## src/verilog/bp_pkg.sv

```systemverilog
`default_nettype none

package bp_pkg;

  localparam int xlen          = 32;
  localparam int bp_index_bits = 8;
  localparam int bp_entries    = 256;
  localparam int bp_tag_bits   = 22;
  localparam int bp_index_lsb  = 2;   // pc[9:2] selects the entry
  localparam int bp_tag_lsb    = bp_index_lsb + bp_index_bits;   // pc[31:10] is the tag

  localparam logic [6:0] opcode_branch = 7'b1100011;   // beq, bne, blt, bge, bltu, bgeu

  typedef logic [bp_index_bits-1:0] bp_index_t;

  // two-bit saturating counter with hysteresis
  typedef enum logic [1:0] {
    strong_not_taken = 2'b00,
    weak_not_taken   = 2'b01,
    weak_taken       = 2'b10,
    strong_taken     = 2'b11
  } bp_state_t;

  typedef struct packed {
    logic                   valid;
    logic [bp_tag_bits-1:0] tag;
    logic [xlen-1:0]        target;
  } btb_entry_t;

  // decode stage request
  typedef struct packed {
    logic            valid;
    logic [xlen-1:0] pc;
    logic [6:0]      opcode;
  } decode_req_t;

  typedef struct packed {
    logic            taken;
    logic [xlen-1:0] target;   // pc + 4 when not taken
  } prediction_t;

  // execute stage outcome, pred_* travelled down with the instruction
  typedef struct packed {
    logic            valid;
    logic [xlen-1:0] pc;
    logic            is_branch;
    logic            actual_taken;
    logic [xlen-1:0] actual_target;
    logic            pred_taken;
    logic [xlen-1:0] pred_target;
  } exec_resolve_t;

  typedef struct packed {
    logic            flush;
    logic [xlen-1:0] pc;
  } redirect_t;

endpackage

`default_nettype wire

```

## src/verilog/bp_lookup.sv

```systemverilog
`timescale 1ns/100ps
`default_nettype none

module bp_lookup import bp_pkg::*; (
  input  decode_req_t  decode_req,
  input  wire logic    busy,
  output bp_index_t    rd_index,
  input  bp_state_t    counter,
  input  btb_entry_t   btb,
  output prediction_t  prediction
);

  logic [bp_tag_bits-1:0] pc_tag;
  logic                   is_branch;
  logic                   btb_hit;
  logic                   cnt_taken;
  logic                   taken;

  assign rd_index = decode_req.pc[bp_index_lsb +: bp_index_bits];
  assign pc_tag   = decode_req.pc[bp_tag_lsb +: bp_tag_bits];

  assign is_branch = decode_req.valid && (decode_req.opcode == opcode_branch);
  assign btb_hit   = btb.valid && (btb.tag == pc_tag);   // same index, other tag is a miss
  assign cnt_taken = (counter == weak_taken) || (counter == strong_taken);

  // tables are being wiped, so no trust in their contents
  assign taken = is_branch && btb_hit && cnt_taken && !busy;

  always_comb begin
    prediction.taken = taken;
    if (taken) begin
      prediction.target = btb.target;
    end else begin
      prediction.target = decode_req.pc + 32'd4;   // fall through
    end
  end

endmodule

`default_nettype wire

```

## config.mk

```make
export PLATFORM = sky130hd
export DESIGN_NAME = bp_lookup
export DESIGN_NICKNAME = d
export VERILOG_FILES = /design/src/verilog/bp_pkg.sv /design/src/verilog/bp_lookup.sv
export SDC_FILE = /design/constraint.sdc
export NUM_CORES = 1
export LEC_CHECK = 0
export BUFFER_PORTS_ARGS = -buffer_cell sky130_fd_sc_hd__buf_4
export CORE_MARGIN = 8
export CORE_UTILIZATION = 37
export DETAILED_ROUTE_END_ITERATION = 16
export PLACE_DENSITY = 0.84
export SYNTH_ARGS = -nofsm -noshare
export SYNTH_HDL_FRONTEND = slang
export SYNTH_SLANG_ARGS = --single-unit
export TNS_END_PERCENT = 1
```

## constraint.sdc

```tcl
create_clock -name vclk -period 2.1
set_clock_uncertainty 0.15 [all_clocks]
set_input_delay 0.105 -clock vclk [all_inputs]
set_output_delay 0.105 -clock vclk [all_outputs]
set_load 0.05 [all_outputs]
```

### After elaboration in Yosys (flattened, before gate mapping)

Cells that the tools add are included.

| cells by class | value |
|---|---|
| add/subtract/negate cells | 1 |
| reductions and logical operators | 7 |
| muxes and demuxes | 1 |
| equal/unequal tests | 4 |

Operators with widths:

| cell | count |
|---|---|
| $add 32x3->32 const B | 1 |
| $mux 32 | 1 |
| $eq 22x22->1 | 1 |
| $eq 7x7->1 const B | 1 |
| $logic_and 1x1->1 | 5 |
| $eq 2x2->1 const B | 2 |
| $logic_not 1->1 | 1 |
| $logic_or 1x1->1 | 1 |

| word-level totals | value |
|---|---|
| bits in registers | 0 |
| output and inout bits | 41 |

### Longest topological paths before layout

Gate-level depths: netlist of the first run.

| depth | value |
|---|---|
| depth after elaboration | 6 |
| mapped depth | 6 |
| gate-level depth less buffers | 6 |

### Worst setup path before layout of the first run

OpenSTA, ideal clock, no wires.

| path | value |
|---|---|
| path type | input to output |
| start | input port decode_req[3] (netlist bit) |
| end | output port prediction[2] (netlist bit) |
| arrival time | 2.011 ns |
| path slack | -0.166 ns |
| stages | 6 |
| path through | nand4b_1 > nor4_1 > nand4_1 > nor3_4 > buf_6 > mux2i_1 |

RTL lines:

| element | line | source |
|---|---|---|
| start, declared | bp_lookup.sv:5 | `input decode_req_t decode_req,` |
| end, declared | bp_lookup.sv:10 | `output prediction_t prediction` |

==> flow_metrics.tcl, run 1 <==
set metrics [dict create \
    critPathMaxStageDelay_ns 0.36 \
    die_y_um 75.0 \
    clock_buffers 0 \
    grt_pass1_vias 1826 \
    crit_chain "buf_4 > xor2_1 > nor4_2 > nand4_1 > nor3_4 > buf_12 > mux2_2 > buf_6" \
    die_area_um2 5620 \
    postSynthCellCount 158 \
    synth_mux_area_frac 0.278 \
    antenna_found_initial 0 \
    critPathTopFamily "simple AND/OR/NAND/NOR gates" \
    worst-path-stages 8 \
    ys_seq_area_frac 0 \
    final_hold_viol_count 0 \
    critPathSlowestCell "mux2_2" \
    route.detailed.drc 0 \
    power_density_nw_per_um2 224 \
    fmax_ghz 0.480 \
    area_delta_synth_final_pct 97.6 \
    avgSynthCellArea_um2 8.14 \
    synth-xor-area-share 0.340 \
    crit_buf_inv 3 \
    yosysWarnings 0 \
    maxCapViolations 0 \
    placedCellCount 343 \
    layout-drive-gt1-share 0.630 \
    status "completed" \
    finalMaxSlewViolations 0 \
    via_per_inst 4.93 \
    wire_per_inst_um 16.2 \
    grt_util_all_layers 0.179 \
    ant_nets 0 \
    rsz0062_at_grt "yes" \
    start_kind "primary input" \
    ys_types 27 \
    period_share 0.991 \
    hpwl_mm 4.68 \
    synth_top_family_by_area "XOR/XNOR gates" \
    antenna_cells 0 \
    gr-total-overflow 0 \
    hold_class "in -> out" \
    hold_depth 2 \
    final_cells 343 \
    core-area_um2 3340 \
    io_pins 139 \
    drtIter0Drc 45 \
    path_max_fanout 22 \
    grt_pass1_wl_mm 8.16 \
    setup_viol 0 \
    final-seq-area_um2 0 \
    row_count 21 \
    synth_compound_area_frac 0 \
    cp.arrival_ns 1.83 \
    drt_pass1_iterations 4 \
    synthesis.nets 257 \
    cts_setup_buffers 0 \
    io_buffers 138 \
    criticalPathCategory "in -> out" \
    finalCriticalPeriod_ns 2.08 \
    slew_headroom 0.770 \
    nets 398 \
    syn_area_um2 1290 \
    crit_required_ns 1.85 \
    routed_wl_mm 5.54 \
    fp.dieW_um 75.0 \
    seq_cell_count 0 \
    fin_tns_setup_ns 0 \
    synth-simple-area-share 0.274 \
    start_util 0.385 \
    grt_max_degree 23 \
    cp-end-kind "output port" \
    p_leak_nw 1.20 \
    peakVddDrop_uv 202 \
    place_congestion 0.743 \
    synthAdderAreaFrac 0.00973 \
    dr_total_vias 1690 \
    tightest_slew_ns 0.341 \
]
cell usage in the layout (no fill, tap or decap), drive strengths merged, types with 2 or more instances in the layout:
cell type  instances
nand4b             3
and4               4
mux2i              2
nor4               6
and3               6
mux2              30
xor2              22
nand2              7
inv                3
nor3               2
buf              154
nor2               4
nand3             12
nand4             11
xnor2             28
routing by layer:
layer | wire length [um] | vias to the layer above | GRT usage
li1 | - | 839 | -
met1 | 1940 | 766 | 0.193
met2 | 2850 | 85 | 0.339
met3 | 754 | 0 | 0.0652
met4 | 0 | 0 | 0
met5 | 0 | - | 0
worst paths after layout:
path                       start             end  slack (ns)
setup / recovery         btb[52]  prediction[30]        0.02
hold / removal    decode_req[10]     rd_index[1]        0.35
metrics by stage:
stage | total power, mW | setup WS [ns] | hold WS (ns) | utilization | instance area (um^2)
2_1_floorplan | 0.280 | -0.166 | 0.227 | - | 1290
3_3_place_gp | 0.530 | -0.114 | 0.344 | 0.723 | 2410
3_5_place_dp | 0.537 | -0.104 | 0.345 | 0.723 | 2410
4_1_cts | 0.559 | 0.00104 | 0.347 | 0.748 | 2500
5_1_grt | 0.600 | -0.0840 | 0.357 | 0.762 | 2540
6_report | 0.569 | 0.0186 | 0.352 | 0.762 | 2540
synth_stat cells (all sizes together):
cell / instances / area [um^2]
mux2: 30 / 338
xnor2: 28 / 245
xor2: 22 / 193
buf: 14 / 110
nand3: 12 / 60.1
nand4: 11 / 68.8
nand2: 7 / 26.3
and3: 6 / 38.8
nor4: 6 / 43.8
and4: 4 / 36.3
nor2: 4 / 15.0
inv: 3 / 11.3
nand4b: 3 / 26.3
mux2i: 2 / 20.0
nor3: 2 / 21.3
and2: 1 / 6.26
and4b: 1 / 10.0
clkbuf: 1 / 3.75
ha: 1 / 12.5
area by class of cell:
cell class,count,area (um^2)
multi-input combinational,140,1170
inverter,3,11.3
fill,251,796
tap,46,57.6
timing repair buffer,154,1300
power by group:
group | leakage, nW | total (mW) | internal, mW | switching [mW]
Clock | 0 | 0 | 0 | 0
Combinational | 1.20 | 0.569 | 0.275 | 0.294
Sequential | 0 | 0 | 0 | 0
cells by family (layout without fill, tap and decap cells):
family                     Yosys count  count (layout)
buffers and inverters               18             157
and+or+nand+nor                     57              57
xor gates and xnor gates            50              50
adders and majority gates            1               1
muxes                               32              32
timing repair:
action / 4_1_cts / 5_1_grt
endpoints found under the setup margin: 30 / 32
gates resized for setup: 22 / 12
hold buffers: 0 / 0
Note: power is estimated with default switching activity, not from simulation.
==> run 2: changes to the inputs <==
BUFFER_PORTS_ARGS = default   (was -buffer_cell sky130_fd_sc_hd__buf_4)
CORE_UTILIZATION = 45   (was 37)
DONT_BUFFER_PORTS = 1   (was default)
PLACE_DENSITY = 0.59   (was 0.84)
==> run 2 against run 1 <==
  * Critical path type unchanged
  * Cell area down 49%
  * Critical path depth down 1
  * Global-route usage down 2.4 points
  * Via count down 34%
  * Hold slack worse by 0.29 ns
  * First-iteration DRC count down 58%
  * Worst setup slack better by 0.087 ns
  * Flip-flop and latch count unchanged
  * Sequential share of layout area unchanged
  * Count of clock-buffer cells in the layout unchanged
  * Utilization down 29 points
==> flow_metrics.tcl, run 2 (synthesized netlist as in run 1, its figures left out) <==
set metrics [dict create \
    status "completed" \
    fp.dieW_um 69.5 \
    routed_wl_mm 4.17 \
    antenna_found_initial 0 \
    fmax_ghz 0.502 \
    die_area_um2 4830 \
    path_max_fanout 16 \
    die_y_um 69.5 \
    grt_pass1_wl_mm 6.58 \
    cp.arrival_ns 1.74 \
    hpwl_mm 3.76 \
    grt_pass1_vias 1282 \
    p_leak_nw 0.459 \
    maxCapViolations 0 \
    route.detailed.drc 0 \
    peakVddDrop_uv 158 \
    ant_nets 0 \
    cp-end-kind "output port" \
    io_pins 139 \
    hold_start "decode_req[13]" \
    place_congestion 0.734 \
    layout-drive-gt1-share 0.273 \
    slew_headroom 0.702 \
    fin_hold_ws_ns 0.0600 \
    crit_chain "xor2_1 > nor4_1 > nand4_1 > nor3_4 > buf_4 > mux2_1 > buf_4" \
    finalCriticalPeriod_ns 1.99 \
    final-seq-area_um2 0 \
    setup_viol 0 \
    finalPower_mw 0.267 \
    grt_util_all_layers 0.155 \
    final_hold_viol_count 0 \
    via_per_inst 6.06 \
    start_kind "primary input" \
    core-area_um2 2730 \
    hold_buffers 0 \
    row_count 19 \
    crit_buf_inv 2 \
    seq_cell_count 0 \
    ctsResizeCount 0 \
    startpoint "btb[36]" \
    io_buffers 0 \
    criticalPathCategory "in -> out" \
    critPathSlowestCell "mux2_1" \
    hold_class "in -> out" \
    antenna_cells 0 \
    gr-total-overflow 0 \
    dr_total_vias 1121 \
    rsz0062_at_grt "yes" \
    period_share 0.950 \
    critPathMaxStageDelay_ns 0.35 \
    final_cell_mix "xnor2_1, mux2_2, xor2_1" \
    wire_per_inst_um 22.5 \
    critPathTopFamily "simple AND/OR/NAND/NOR gates" \
    grt_max_degree 18 \
    start_util 0.470 \
    cpMostUsedCell "buf_4" \
    power_density_nw_per_um2 206 \
    drt_pass1_iterations 2 \
    fill_cells 276 \
    clock_buffers 0 \
    layout_commonest_cell "xnor2_1" \
    crit_required_ns 1.85 \
    finalMaxSlewViolations 0 \
    drtIter0Drc 19 \
    cts_setup_buffers 0 \
    nets 255 \
    tightest_slew_ns 0.446 \
    area_delta_synth_final_pct 0.584 \
]
[run 2: cell types whose count changed in the layout (fill, tap and decap cells not counted), sizes merged]
cell  previous run  this run
buf            154        11
[run 2: path summary, 6_finish.rpt]
kind	cells past startpoint	slack (ns)	end
setup / recovery	7	0.11	prediction[17]
hold / removal	0	0.06	rd_index[4]
[run 2: area by class of cell]
class | count | area, um^2 | share of cell area
inverter | 3 | 11.3 | 0.00870
multi-input combinational | 140 | 1160 | 0.897
tap | 31 | 38.8 | 0.0300
timing repair buffer | 11 | 82.6 | 0.0638
[run 2: where the power goes]
part	total [mW]	switching, mW	internal, mW
logic	0.267	0.182	0.0845
clock network	0	0	0
registers	0	0	0
total	0.267	0.182	0.0845
[run 2: metal layers]
layer,track usage,vias up,wire length (um)
met4,0,0,0
met2,0.289,68,2130
met3,0.0658,0,509
met1,0.165,501,1530
li1,-,552,-
met5,0,-,0
[run 2: per-stage QoR]
step            util  setup WS, ns  area, um^2  TNS, ns  std cells
2_1_floorplan      -        -0.166        1290   -0.333        158
3_3_place_gp   0.473         0.136        1290        0        185
3_5_place_dp   0.473         0.109        1290        0        185
4_1_cts        0.473        0.0939        1290        0        185
5_1_grt        0.473      -0.00739        1290  -0.0127        185
6_report       0.473         0.106        1290        0        185
==> run 3: changes to the inputs <==
CELL_PAD_IN_SITES_DETAIL_PLACEMENT = 0   (was default)
CELL_PAD_IN_SITES_GLOBAL_PLACEMENT = 1   (was default)
CORE_UTILIZATION = 44   (was 45)
PLACE_DENSITY = 0.85   (was 0.59)
==> run 3 against run 2 <==
  * Global-route usage down 0.26 points
  * Count of clock-buffer cells in the layout unchanged
  * First-iteration DRC count up 21%
  * Die area up 1.7%
  * Combinational power about the same
  * Routed wire length up 0.14%
  * Cell area up 0.97%
  * Flip-flop and latch count unchanged
  * Via count up 2.5%
  * Worst setup slack better by 0.035 ns
  * Sequential share of layout area unchanged
  * Critical path type unchanged
  * Critical endpoint is now prediction[5]
==> flow_metrics.tcl, run 3 (synthesized netlist as in run 1, its figures left out) <==
set metrics [dict create \
    path_max_fanout 33 \
    layout-drive-gt1-share 0.273 \
    critPathMaxStageDelay_ns 0.34 \
    peakVddDrop_uv 141 \
    final_cell_area_um2 1310 \
    io_buffers 0 \
    layout_commonest_cell "xnor2_1" \
    gr-total-overflow 0 \
    io_pins 139 \
    place_area_um2 1310 \
    start_util 0.466 \
    slew_headroom 0.714 \
    route.detailed.drc 0 \
    cp.arrival_ns 1.70 \
    area_delta_synth_final_pct 1.56 \
    ant_nets 0 \
    crit_buf_inv 2 \
    wire_per_inst_um 22.6 \
    drtIter0Drc 23 \
    rsz0062_at_grt "no" \
    clock_buffers 0 \
    critPathSlowestCell "mux2_1" \
    row_count 19 \
    hpwl_mm 3.75 \
    setup_viol 0 \
    antenna_cells 0 \
    finalMaxSlewViolations 0 \
    die_area_um2 4910 \
    period_share 0.933 \
    fin_hold_ws_ns 0.0600 \
    final-seq-area_um2 0 \
    grt_pass1_wl_mm 6.62 \
    power_density_nw_per_um2 204 \
    grt_max_degree 34 \
    start_kind "primary input" \
    crit_chain "xor2_1 > nor4_1 > nand4_1 > nor3_4 > buf_12 > mux2_1 > buf_4" \
    criticalPathCategory "in -> out" \
    dr_total_vias 1149 \
    cp-endpoint "prediction[5]" \
    worst-path-stages 7 \
    hold_class "in -> out" \
    fp.dieW_um 70.1 \
    final_cell_mix "xnor2_1, mux2_2, xor2_1" \
    core-area_um2 2760 \
    fmax_ghz 0.510 \
    ctsResizeCount 0 \
    final.setup.worst_slack_ns 0.141 \
    grt_pass1_vias 1367 \
    finalPower_mw 0.267 \
    final_hold_viol_count 0 \
    tightest_slew_ns 0.429 \
    drt_pass1_iterations 4 \
    seq_cell_count 0 \
    status "completed" \
    maxCapViolations 0 \
    hold_buffers 0 \
    pre_cts_slack_ns 0.124 \
    place_congestion 0.780 \
    crit_required_ns 1.85 \
    antenna_found_initial 0 \
    finalCriticalPeriod_ns 1.96 \
    p_leak_nw 0.462 \
    cts_setup_buffers 0 \
    startpoint "btb[36]" \
    grt_util_all_layers 0.152 \
    nets 255 \
    critPathTopFamily "simple AND/OR/NAND/NOR gates" \
    routed_wl_mm 4.17 \
    die_y_um 70.1 \
    hold_depth 0 \
    via_per_inst 6.21 \
    cp-end-kind "output port" \
]
run 3: changes by cell type in the layout (fill, tap and decap cells not counted):
cell,change
buf_12,+1
buf_4,-1
run 3: worst min path at each step:
stage                         from  slack, ns           to
floorplan            decode_req[9]       0.23  rd_index[0]
global placement    decode_req[12]       0.06  rd_index[3]
detailed placement  decode_req[12]       0.06  rd_index[3]
CTS                 decode_req[12]       0.06  rd_index[3]
global route        decode_req[15]       0.06  rd_index[6]
finish              decode_req[15]       0.06  rd_index[6]
run 3: metrics by stage:
step	cells	setup TNS, ns	utilization
floorplan	158	-0.333	-
global placement	185	0	0.474
detailed placement	185	0	0.474
CTS	185	0	0.474
global route	185	0	0.474
finish	185	0	0.474
run 3: routing by layer:
metal	up-vias	share of wire	track usage
met5	-	0	0
met1	515	0.34	0.146
li1	555	-	-
met2	75	0.52	0.284
met3	4	0.14	0.0805
met4	0	0.0050	0.0223
run 3: layout make-up:
class | instances | area (um^2)
fill | 281 | 1450
multi-input combinational | 140 | 1160
timing repair buffer | 11 | 95.1
tap | 31 | 38.8
inverter | 3 | 11.3
run 3: where the power goes:
part | internal [mW] | switching [mW]
Combinational | 0.0846 | 0.182
Clock | 0 | 0
Sequential | 0 | 0
