File: src/verilog/bp_pkg.sv
`default_nettype none

package bp_pkg;

  localparam int xlen          = 32;
  localparam int bp_index_bits = 8;
  localparam int bp_entries    = 256;
  localparam int bp_tag_bits   = 22;
  localparam int bp_index_lsb  = 2;   // pc[9:2] selects the entry
  localparam int bp_tag_lsb    = bp_index_lsb + bp_index_bits;   // pc[31:10] is the tag

  localparam logic [6:0] opcode_branch = 7'b1100011;   // beq, bne, blt, bge, bltu, bgeu

  typedef logic [bp_index_bits-1:0] bp_index_t;

  // two-bit saturating counter with hysteresis
  typedef enum logic [1:0] {
    strong_not_taken = 2'b00,
    weak_not_taken   = 2'b01,
    weak_taken       = 2'b10,
    strong_taken     = 2'b11
  } bp_state_t;

  typedef struct packed {
    logic                   valid;
    logic [bp_tag_bits-1:0] tag;
    logic [xlen-1:0]        target;
  } btb_entry_t;

  // decode stage request
  typedef struct packed {
    logic            valid;
    logic [xlen-1:0] pc;
    logic [6:0]      opcode;
  } decode_req_t;

  typedef struct packed {
    logic            taken;
    logic [xlen-1:0] target;   // pc + 4 when not taken
  } prediction_t;

  // execute stage outcome, pred_* travelled down with the instruction
  typedef struct packed {
    logic            valid;
    logic [xlen-1:0] pc;
    logic            is_branch;
    logic            actual_taken;
    logic [xlen-1:0] actual_target;
    logic            pred_taken;
    logic [xlen-1:0] pred_target;
  } exec_resolve_t;

  typedef struct packed {
    logic            flush;
    logic [xlen-1:0] pc;
  } redirect_t;

endpackage

`default_nettype wire

File: src/verilog/bp_invalidate.sv
`timescale 1ns/100ps
`default_nettype none

module bp_invalidate import bp_pkg::*; (
  input  wire logic clk,
  input  wire logic arst_n,
  input  wire logic inv_req,
  output logic      inv_ack,
  output logic      busy,
  output logic      clr_en,
  output bp_index_t clr_index
);

  typedef enum logic [1:0] {
    st_idle  = 2'b00,
    st_sweep = 2'b01,
    st_done  = 2'b10
  } inv_state_t;

  inv_state_t state;
  bp_index_t  sweep_index;

  always_ff @(posedge clk or negedge arst_n) begin
    if (!arst_n) begin
      state       <= st_idle;
      sweep_index <= '0;
    end else begin
      case (state)
        st_idle: begin
          if (inv_req && !inv_ack) begin
            state       <= st_sweep;
            sweep_index <= '0;
          end
        end
        st_sweep: begin
          sweep_index <= sweep_index + 1'b1;   // wraps back to 0 at the end
          if (sweep_index == bp_index_t'(bp_entries - 1)) begin
            state <= st_done;   // last entry cleared on this edge
          end
        end
        st_done: begin
          if (!inv_req) begin
            state <= st_idle;   // fourth phase of the handshake
          end
        end
        default: state <= st_idle;
      endcase
    end
  end

  assign inv_ack   = (state == st_done);
  assign busy      = (state == st_sweep);
  assign clr_en    = (state == st_sweep);
  assign clr_index = sweep_index;

endmodule

`default_nettype wire

File: config.mk
export PLATFORM = sky130hd
export DESIGN_NAME = bp_invalidate
export DESIGN_NICKNAME = d
export VERILOG_FILES = /design/src/verilog/bp_pkg.sv /design/src/verilog/bp_invalidate.sv
export SDC_FILE = /design/constraint.sdc
export NUM_CORES = 1
export LEC_CHECK = 0
export ABC_AREA = 1
export BUFFER_PORTS_ARGS = -buffer_cell sky130_fd_sc_hd__buf_2
export CAP_MARGIN = 30
export CORE_MARGIN = 10
export CORE_UTILIZATION = 40
export CTS_CLUSTER_SIZE = 40
export DETAILED_ROUTE_END_ITERATION = 7
export RECOVER_POWER = 25
export SYNTH_ARGS = -nofsm -noshare
export SYNTH_HDL_FRONTEND = slang
export SYNTH_SLANG_ARGS = --single-unit
File: constraint.sdc
create_clock -name clk -period 2.1 [get_ports clk]
set_input_delay 0.105 -clock clk [delete_from_list [all_inputs] [get_ports clk]]
set_output_delay 0.105 -clock clk [all_outputs]
set_load 0.005 [all_outputs]
# After elaboration in Yosys (flattened, before gate mapping)

Index checks and enable logic that the tools add are counted.
Widths: inputs -> output; s select.

Word-level logic and storage cells: 21
Output and inout port bits: 11
Bits of input ports: 3
Register bits: 10

Add/sub/neg operators: 1
Mux-type cells: 6
Equality and inequality tests: 6
Reductions and logical operators: 6

Operators with widths:

| operator            | number |
|---|---|
| $pmux 8 s2          | 1 |
| $add 8x1->8 const B | 1 |
| $eq 8x8->1 const B  | 1 |
| $mux 8              | 1 |
| $mux 2              | 3 |
| $pmux 2 s3          | 1 |
| $ne 2x2->1 const B  | 2 |
| $reduce_and 3->1    | 1 |
| $eq 2x1->1 const B  | 1 |
| $eq 2x2->1 const B  | 1 |
| $logic_not 2->1     | 1 |
| $ne 2x1->1 const B  | 1 |
| $reduce_and 2->1    | 1 |
| $reduce_bool 2->1   | 1 |
| $logic_and 1x1->1   | 1 |
| $logic_not 1->1     | 1 |

# Depth between registers and ports, before layout

Gate-level depths: netlist of run 1.

Word-level depth: 5
Gate-level depth with buffers: 7
Mapped depth without buffers: 7

# Worst setup path after synthesis of run 1

OpenSTA, ideal clock, no wires.

Path type: register -> register
From: register sweep_index[0] (netlist: clr_index[0])
To: register state[0]
Slack: 1.016 ns
Data arrival time: 0.954 ns
Clock period less this slack: 1.084 ns
Buffers on the path: 0
Stages on the path, launching flop included: 7
Setup time: 0.131 ns
Required time: 1.969 ns
Cell sequence: dfrtp_1 ha_1 nand2_2 nor2_4 nand2_2 nor2_2 a21oi_1

Longest elaborated chain between the ends: 3

Ends and longest elaborated chain:

| element                    | line                | RTL |
|---|---|---|
| start, declared            | bp_invalidate.sv:21 | `bp_index_t sweep_index;` |
| start signal, assigned     | bp_invalidate.sv:36 | `sweep_index <= sweep_index + 1'b1;` |
| $eq 8x8->1                 | bp_invalidate.sv:37 | `if (sweep_index == bp_index_t'(bp_entries - 1)) begin` |
| $ne 2x1->1 (no line)       | n/a                 |  |
| $reduce_and 3->1 (no line) | n/a                 |  |
| end signal, assigned       | bp_invalidate.sv:38 | `state <= st_done;` |
| end signal, assigned       | bp_invalidate.sv:43 | `state <= st_idle;` |
| end signal, assigned       | bp_invalidate.sv:46 | `default: state <= st_idle;` |
| end, declared              | bp_invalidate.sv:20 | `inv_state_t state;` |

Every way passes these cells.
A chain may end at the register's enable or synchronous reset.

# Worst setup path in the final report of run 1

From: register state[0]
To: output port clr_en

Longest elaborated chain between the ends: 1

Ends and longest elaborated chain:

| element                | line                | RTL |
|---|---|---|
| start signal, assigned | bp_invalidate.sv:25 | `state <= st_idle;` |
| start signal, assigned | bp_invalidate.sv:31 | `state <= st_sweep;` |
| start signal, assigned | bp_invalidate.sv:38 |  |
| $eq 2x1->1             | bp_invalidate.sv:53 | `assign clr_en = (state == st_sweep);` |
| end, declared          | bp_invalidate.sv:10 | `output logic clr_en,` |

Every way passes these cells.

==> reports/results.ini, run 1 <==
[cells_and_area]
area_growth_pct=18.66
nets=94
diodes=0
fillers=138
design_area_um2=684.4
final_cells=103
regArea_um2=250.2
multi_input_area_um2=282.8
drive_gt1_frac=0.3182

[floorplanning]
die_h_um=57.98
ios=14
rows=13
initial_core_util=0.4325
dieArea_mm2=0.003361
placeableCoreArea_mm2=0.001334
die_w_um=57.98

[synth]
synth_common_cells=nand2_1 (21), dfrtp_1 (10), nand3_1 (9)
syn_inst=72
synth_compound_area_frac=0.1106
muxShareOfSynthArea=0
synth-seq-cells=10
yosys_warnings=0
ys_seq_area_frac=0.4338
yosysTopAreaCell=dfrtp_1
syn-num-nets=76
async_flop_share=1.000
synth.area.top_cells=dfrtp_1 (43%), nand2_1 (14%), nand3_1 (7.8%)
synthSimpleGateAreaFrac=0.3579
yosysMostFrequentCell=nand2_1
postSynthAreaPerCell_um2=8.011
ys.flop_type=dfrtp_1
synth_top_family_by_area=simple AND/OR/NAND/NOR gates
synth-edff-count=0
syn-cell-area_um2=576.8
ys_types=20
synth_xor_area_frac=0
synthAdderAreaFrac=0.02169
synth_top_area_share=0.4338

[detailed_routing]
ant_nets=0
viasPerCell=4.893
dr_total_vias=504
wl_per_cell_um=11.82
drt-total-wl_mm=1.217
dr.pass1.iters=4
drc=0
drt_iter0_drc=10

[run_status]
status=finished clean

[clock_tree]
cts_hold_buf=1
cts_tree=yes
post_cts_resized=0
cts_setup_buffers=0
clkSinkCount=10
cts_buffers=3
htree_num_levels=1
cts_root_buffer=clkbuf_4
ctsLongestPathBuffers=2
cts.clk_slew.worst_paths_ns=0.06
clock_latency_ns=0.26

[sta]
fmax_mhz=817.7
finClkSkew_ns=0.001055
finalCriticalPeriod_ns=1.223
rsz0062_at_grt=no
hold_viol_final=0
setup_tns_ns=0
fin_crit_sh=0.5824
hold_ws_ns=0.1026
slew_headroom=0.6279
drv_slew=0
worst_pin_slew_ns=0.5582
setup_violations=0

[worst_setup_path]
reg2reg_depth=6
max_stage_delay_ns=0.44
cp.arrival_ns=1.12
cp.depth=3
cp-end-kind=output port
crit_type=reg2out
critPathBufInv=2
slowest_stage=dfrtp_1
crit_chain=inv_2 > nor2_8 > buf_2
cp.required_ns=2.00
crit_family=flip-flops
start_kind=register
path_max_fanout=11

[pwr]
power-per-cell-area_mw_per_mm2=1322
total_power_uw=904.9
ir_drop_mv=0.5997
p_leak_nw=0.3457

[global_route]
grt_pass1_vias=527
overflow=0
grt_max_degree=12
track_usage=0.08019
grt_pass1_wl_mm=2.221
antenna_found_initial=0

[placement]
dp_hpwl_um=931.6
gp_congestion=0.7841
port_buffers=13
post_dp_cell_area_um2=653.1
placed_cells=99

[worst_hold_path]
hold_depth=3
hp-class=in2reg

[flow_run]
max-cap-violations=0

==> cells in the final DEF, fill, tap and decap left out, drive strengths merged <==
cell type	n
o21ai	7
a21oi	1
clkbuf	4
inv	9
nand3	9
nand2	24
buf	12
dfrtp	10
a22o	1
dlygate4sd3	1
ha	1
nor2	8
nor3	1
==> tightest hold or removal path, delay by kind of cell <==
kind | cells | cell delay, ns
simple gates | 2 | 0.12
buf+inv | 1 | 0.11
==> sequential cells by signal (all words and copies together), names as in the netlist <==
signal and count:
state 2, clr_index 8
==> per-layer routing <==
metal | up-vias | share of wire | track usage
met5 | - | 0 | 0
met3 | 0 | 0.094 | 0.04357
li1 | 264 | - | -
met4 | 0 | 0 | 0.03020
met1 | 230 | 0.47 | 0.09506
met2 | 10 | 0.43 | 0.1181
==> kinds of logic (layout without fill, tap and decap cells) <==
family / after synthesis / in the layout
simple gates: 42 / 42
flops: 10 / 10
buf+inv: 10 / 26
compound gates: 9 / 9
fa+ha+maj: 1 / 1
==> path summary, 6_finish.rpt <==
path,start,end,slack [ns]
setup / recovery,state[0]$_DFFE_PN0P_,clr_en,0.88
hold / removal,inv_req,state[1]$_DFFE_PN0P_,0.10
setup reg to reg,clr_index[0]$_DFFE_PN0P_,state[0]$_DFFE_PN0P_,0.97
hold reg to reg,clr_index[1]$_DFFE_PN0P_,clr_index[1]$_DFFE_PN0P_,0.55
max in group asynchronous,arst_n,state[0]$_DFFE_PN0P_,1.39
min in group asynchronous,arst_n,clr_index[0]$_DFFE_PN0P_,0.34
==> cell type report <==
| class | instances | share of cell area |
|---|---|---|
| inverters | 9 | 0.05302 |
| repair buffers | 14 | 0.1079 |
| flip-flops and latches | 10 | 0.3656 |
| multi-input cells | 52 | 0.4132 |
| well taps | 15 | 0.02742 |
| clock buffers | 3 | 0.03291 |
==> power by group <==
part           internal, mW  total [mW]  switching, mW
sequential            0.273       0.369         0.0959
combinational         0.179       0.405          0.226
clock                0.0662       0.130         0.0640
total                 0.519       0.905          0.386
==> per-stage QoR <==
stage	util	setup slack (ns)
2_1_floorplan	-	1.016
3_3_place_gp	0.4897	1.007
3_5_place_dp	0.4897	0.9757
4_1_cts	0.5141	0.8527
5_1_grt	0.5131	0.7856
6_report	0.5131	0.8770
(Power assumes the default switching activity.)
==> run 2, diff against run 1 <==
==> constraint.sdc (replaced) <==
create_clock -name clk -period 1.1 [get_ports clk]
set_input_delay 0.055 -clock clk [delete_from_list [all_inputs] [get_ports clk]]
set_output_delay 0.055 -clock clk [all_outputs]
set_load 0.005 [all_outputs]
==> run 2 against run 1 <==
  * Sequential power grew 87%
  * Final cell count increased by 7.8%
  * Power up 120%
  * Register-to-register slack worse by 0.97 ns
  * First-iteration DRC count rose by 90%
  * Via count is 8.1% higher
==> reports/results.ini, run 2 (synthesis gave the netlist of run 1 again) <==
[worst_hold_path]
hp-class=in2reg  ; unchanged
min_from=inv_req  ; unchanged

[cells_and_area]
final_cells=111  ; was 103
fillers=130  ; was 138
post-route-util=0.5938  ; was 0.5131
final_common_cell=nand2_1  ; unchanged
area_growth_pct=37.31  ; was 18.66%
diodes=0  ; unchanged
largest_register_ffs=8  ; unchanged
nets=101  ; was 94
final_cell_mix=nand2_1 (21), buf_2 (10), nand3_1 (9)  ; was nand2_1 (21), buf_2 (12), dfrtp_1 (10)
drive_gt1_frac=0.4167  ; was 0.3182

[global_route]
antenna_found_initial=0  ; unchanged
track_usage=0.08326  ; was 0.08019
grt_pass1_vias=520  ; was 527
grt_max_degree=11  ; was 12
grt_pass1_wl_mm=2.283  ; was 2.221 mm
overflow=0  ; unchanged

[pwr]
power-per-cell-area_mw_per_mm2=2569  ; was 1322 mW/mm^2
p_leak_nw=0.3959  ; was 0.3457 nW
ir_drop_mv=1.347  ; was 0.5997 mV

[worst_setup_path]
start_kind=register  ; unchanged
cp.required_ns=1.25  ; was 2.00 ns
cp.arrival_ns=1.24  ; was 1.12 ns
reg2reg_from=clr_index[0]$_DFFE_PN0P_  ; unchanged
cp-end-kind=register  ; was output port
crit_type=reg2reg  ; was reg2out
path_max_fanout=3  ; was 11
startpoint=clr_index[0]$_DFFE_PN0P_  ; was state[0]$_DFFE_PN0P_

[floorplanning]
initial_core_util=0.4325  ; unchanged
die_w_um=57.98  ; unchanged
ios=14  ; unchanged
dieArea_mm2=0.003361  ; unchanged
die_h_um=57.98  ; unchanged
placeableCoreArea_mm2=0.001334  ; unchanged
rows=13  ; unchanged

[flow_run]
max-cap-violations=0  ; unchanged

[sta]
finalCriticalPeriod_ns=1.098
hold_viol_final=0  ; unchanged
setup_violations=0  ; unchanged
worst_pin_slew_ns=0.5408  ; was 0.5582 ns
rsz0062_at_grt=yes  ; was no
drv_slew=0  ; unchanged
setup_tns_ns=0  ; unchanged
fmax_mhz=910.7
finClkSkew_ns=0.007608  ; was 0.001055 ns
fin_crit_sh=0.9982
slew_headroom=0.6395  ; was 0.6279

[clock_tree]
cts_tree=yes  ; unchanged
cts_root_buffer=clkbuf_4  ; unchanged
cts_buffers=3  ; unchanged
clkSinkCount=10  ; unchanged
htree_num_levels=1  ; unchanged
cts.clk_slew.worst_paths_ns=0.07  ; was 0.06 ns
ctsLongestPathBuffers=2  ; unchanged
clock_latency_ns=0.27  ; was 0.26 ns

[run_status]
status=finished clean  ; unchanged

[detailed_routing]
viasPerCell=4.910  ; was 4.893
wl_per_cell_um=11.68  ; was 11.82 um
drt_iter0_drc=19  ; was 10
drc=0  ; unchanged
ant_nets=0  ; unchanged
dr_total_vias=545  ; was 504
dr.pass1.iters=4  ; unchanged
drt-total-wl_mm=1.297  ; was 1.217 mm

[placement]
port_buffers=13  ; unchanged
dp_hpwl_um=961.2  ; was 931.6 um
gp_congestion=0.7679  ; was 0.7841
placed_cells=102  ; was 99

[run 2: changes by cell type in the layout (fill, tap and decap cells not counted), moves of 2 or more]
cell | previous run | this run
nor2_4 | 1 | 3
buf_2 | 12 | 10
dfrtp_2 | 0 | 2
buf_6 | 0 | 3
buf_4 | 0 | 6
dfrtp_1 | 10 | 8
[run 2: through the flow]
step / hold WS, ns / area (um^2) / power [mW] / worst slack (ns)
after floorplan: -0.2406 / 576.8 / 1.225 / 0.01578
after global placement: -0.06894 / 675.6 / 1.576 / 0.03294
after detailed placement: -0.06911 / 675.6 / 1.585 / -0.01406
after CTS: 0.04107 / 754.5 / 1.998 / -0.01077
after global routing: 0.05162 / 792.0 / 2.248 / -0.1087
final: 0.04351 / 792.0 / 2.035 / 0.001981
[run 2: power breakdown]
part	switching (mW)	internal (mW)	leakage, nW
Sequential	0.169	0.522	0.115
Combinational	0.527	0.484	0.260
Clock	0.132	0.201	0.0210
Total	0.827	1.21	0.396
[run 2: final timing paths]
check	end	slack [ns]	depth (start not counted)
max	state[0]$_DFFE_PN0P_	0.002	6
min	state[1]$_DFFE_PN0P_	0.04	3
min reg2reg	state[0]$_DFFE_PN0P_	0.56	1
max reg2reg	state[0]$_DFFE_PN0P_	0.002	6
min in group asynchronous	clr_index[2]$_DFFE_PN0P_	0.27	2
max in group asynchronous	state[1]$_DFFE_PN0P_	0.44	2
[run 2: cell type report]
type | count | area [um^2] | area share
Multi-Input combinational cell | 52 | 302.8 | 0.3823
Inverter | 9 | 38.79 | 0.04897
Timing Repair Buffer | 21 | 142.6 | 0.1801
Tap cell | 15 | 18.77 | 0.02370
Clock buffer | 4 | 36.28 | 0.04581
Sequential cell | 10 | 252.7 | 0.3191
[run 2: routing by layer]
layer | vias up | global-route usage | share of wire
met5 | - | 0 | 0
met4 | 0 | 0.05034 | 0.024
met3 | 5 | 0.04139 | 0.094
met2 | 13 | 0.1181 | 0.43
met1 | 247 | 0.09753 | 0.45
li1 | 280 | - | -
[run 2: worst max-delay path, stage by stage, from the launching register on]
cell	delay [ns]
dfrtp_1	0.36
ha_2	0.21
nand2_4	0.07
nor2_4	0.10
nand2_2	0.08
nor2_4	0.09
a21oi_1	0.06
[run 2: repair_timing]
| item | 4_1_cts | 5_1_grt |
|---|---|---|
| hold endpoints to repair | 10 | 0 |
| pin swaps | 2 | 3 |
| gates cloned | 0 | 0 |
| gates resized for setup | 4 | 7 |
| hold buffers | 1 | 0 |
| setup endpoints to repair | 5 | 12 |
| buffers inserted | 3 | 1 |
==> run 3, diff against run 2 <==
--- a/config.mk
+++ b/config.mk
@@ -9,7 +9,7 @@
 export BUFFER_PORTS_ARGS = -buffer_cell sky130_fd_sc_hd__buf_2
 export CAP_MARGIN = 30
 export CORE_MARGIN = 10
-export CORE_UTILIZATION = 40
+export CORE_UTILIZATION = 35
 export CTS_CLUSTER_SIZE = 40
 export DETAILED_ROUTE_END_ITERATION = 7
 export RECOVER_POWER = 25
==> constraint.sdc (replaced) <==
create_clock -name clk -period 1.1 [get_ports clk]
set_input_delay 0.11 -clock clk [delete_from_list [all_inputs] [get_ports clk]]
set_output_delay 0.11 -clock clk [all_outputs]
set_load 0.005 [all_outputs]
==> run 3 against run 2 <==
  * Register-to-register slack lost 0.04 ns
  * Wire length up 17%
  * Critical endpoint unchanged
  * The flow now finishes with violations (negative setup slack)
  * Die area rose by 9.2%
  * Maximum frequency shrank 3.8%
  * Largest cell class unchanged
  * Sequential share of layout area shrank 0.78 points
  * First-iteration DRC count decreased by 58%
  * Non-clock buffer count up 1
  * Via count increased by 3.9%
  * Critical path depth stayed put
  * Worst hold slack better by 0.041 ns
  * Critical path type unchanged
  * Clock power grew 4%
  * Clock skew about the same
==> reports/results.ini, run 3 (synthesis gave the netlist of run 1 again) <==
[cells_and_area]
diodes=0  ; unchanged
final_cell_mix=nand2_1 (21), nand3_1 (9), buf_2 (9)  ; was nand2_1 (21), buf_2 (10), nand3_1 (9)
drive_gt1_frac=0.4433  ; was 0.4167
area_growth_pct=41.43  ; was 37.31%
post-route-util=0.5353  ; was 0.5938
design_area_um2=815.8  ; was 792.0 um^2
final_cells=113  ; was 111
final_common_cell=nand2_1  ; unchanged
nets=102  ; was 101
largest_register_ffs=8  ; unchanged

[clock_tree]
htree_num_levels=1  ; unchanged
cts_buffers=3  ; unchanged
ctsLongestPathBuffers=2  ; unchanged
cts_tree=yes  ; unchanged
clock_latency_ns=0.28  ; was 0.27 ns
cts.clk_slew.worst_paths_ns=0.07  ; about the same
cts_root_buffer=clkbuf_4  ; unchanged
clkSinkCount=10  ; unchanged

[sta]
setup_violations=7  ; was 0
drv_slew=0  ; unchanged
fmax_mhz=876.0  ; was 910.7 MHz
fin_crit_sh=1.038  ; was 0.9982
finClkSkew_ns=0.007621  ; was 0.007608 ns
hold_ws_ns=0.08451  ; was 0.04351 ns
slew_headroom=0.5954  ; was 0.6395
rsz0062_at_grt=yes  ; unchanged
finalCriticalPeriod_ns=1.142  ; was 1.098 ns
worst_pin_slew_ns=0.6068  ; was 0.5408 ns
final.setup.worst_slack_ns=-0.04160  ; was 0.001981 ns
hold_viol_final=0  ; unchanged

[worst_setup_path]
cp.arrival_ns=1.30  ; was 1.24 ns
cp.required_ns=1.26  ; was 1.25 ns
rrSetupSlack_ns=-0.04  ; was 0.002 ns
start_kind=register  ; unchanged
timing.rr.end=state[0]$_DFFE_PN0P_  ; unchanged
reg2reg_from=clr_index[1]$_DFFE_PN0P_  ; was clr_index[0]$_DFFE_PN0P_
path_max_fanout=3  ; unchanged
crit_type=reg2reg  ; unchanged
cp-end-kind=register  ; unchanged
reg2reg_depth=6  ; unchanged

[global_route]
overflow=0  ; unchanged
antenna_found_initial=0  ; unchanged
track_usage=0.09026  ; was 0.08326
grt_max_degree=11  ; unchanged
grt_pass1_wl_mm=2.566  ; was 2.283 mm
grt_pass1_vias=580  ; was 520

[detailed_routing]
drt_iter0_drc=8  ; was 19
ant_nets=0  ; unchanged
drt-total-wl_mm=1.513  ; was 1.297 mm
dr.pass1.iters=4  ; unchanged
dr_total_vias=566  ; was 545
wl_per_cell_um=13.39  ; was 11.68 um
viasPerCell=5.009  ; was 4.910
drc=0  ; unchanged

[placement]
post_dp_cell_area_um2=676.9  ; was 675.6 um^2
gp_congestion=0.7300  ; was 0.7679
placed_cells=103  ; was 102
dp_hpwl_mm=1.031  ; was 961.2 um
dp_slack_ns=-0.02041  ; was -0.01406 ns
port_buffers=13  ; unchanged

[worst_hold_path]
hold-path-endpoint=state[1]$_DFFE_PN0P_  ; unchanged
hp-class=in2reg  ; unchanged
hold_depth=3  ; unchanged
min_from=inv_req  ; unchanged

[floorplanning]
ios=14  ; unchanged
rows=14  ; was 13
dieArea_mm2=0.003672  ; was 0.003361 mm^2
initial_core_util=0.3785  ; was 0.4325
die_h_um=60.60  ; was 57.98 um
placeableCoreArea_mm2=0.001524  ; was 0.001334 mm^2
die_w_um=60.60  ; was 57.98 um

[run_status]
violations=negative setup slack
status=finished with violations  ; was finished clean

[flow_run]
max-cap-violations=0  ; unchanged

[pwr]
ir_drop_mv=1.393  ; was 1.347 mV
p_leak_nw=0.4057  ; was 0.3959 nW
power-per-cell-area_mw_per_mm2=2662  ; was 2569 mW/mm^2

## run 3: changes by cell type in the layout (fill, tap and decap cells not counted), sizes merged
cell  delta
buf      +1
## run 3: repair_timing
item                                    4_1_cts  5_1_grt
endpoints found under the setup margin        5       14
hold buffers                                  1        0
pin swaps                                     1        3
resized for setup                             9        6
endpoints found under the hold margin        10        0
buffers inserted                              1        4
## run 3: area by class of cell
cell class / count / area, um^2
Fill cell: 148 / 708.2
Multi-Input combinational cell: 52 / 306.5
Sequential cell: 10 / 254.0
Timing Repair Buffer: 22 / 160.2
Inverter: 9 / 38.79
Clock buffer: 4 / 36.28
Tap cell: 16 / 20.02
## run 3: worst max-delay path by stage
stage	from	to	slack, ns	depth (start not counted)
final	clr_index[1]$_DFFE_PN0P_	state[0]$_DFFE_PN0P_	-0.04	6
after global routing	clr_index[1]$_DFFE_PN0P_	state[0]$_DFFE_PN0P_	-0.16	6
after CTS	state[0]$_DFFE_PN0P_	clr_en	-0.04	3
after detailed placement	clr_index[1]$_DFFE_PN0P_	state[0]$_DFFE_PN0P_	-0.02	6
after global placement	clr_index[0]$_DFFE_PN0P_	state[0]$_DFFE_PN0P_	0.03	6
after floorplan	clr_index[0]$_DFFE_PN0P_	state[0]$_DFFE_PN0P_	0.02	6
## run 3: critical path: stages, from the launching register on
cell	delay, ns
dfrtp_1	0.38
ha_2	0.22
nand2_4	0.07
nor2_4	0.13
nand2_2	0.08
nor2_4	0.09
a21oi_1	0.06
## run 3: power by group
part	switching [mW]	internal (mW)	total, mW	leakage [nW]
Clock	0.145	0.202	0.346	0.0210
Combinational	0.552	0.556	1.11	0.271
Sequential	0.191	0.526	0.717	0.114
Total	0.888	1.28	2.17	0.406
## run 3: per-layer routing
layer | wire [um] | vias up | track usage
met1 | 615 | 267 | 0.09547
met3 | 142 | 3 | 0.05637
li1 | - | 283 | -
met4 | 12 | 0 | 0.02194
met2 | 742 | 13 | 0.1485
met5 | 0 | - | 0
## run 3: per-stage QoR
stage	TNS [ns]	power, mW
4_1_cts	-0.1375	2.024
5_1_grt	-1.000	2.380
3_5_place_dp	-0.02041	1.601
2_1_floorplan	0	1.225
3_3_place_gp	0	1.576
6_report	-0.1315	2.171
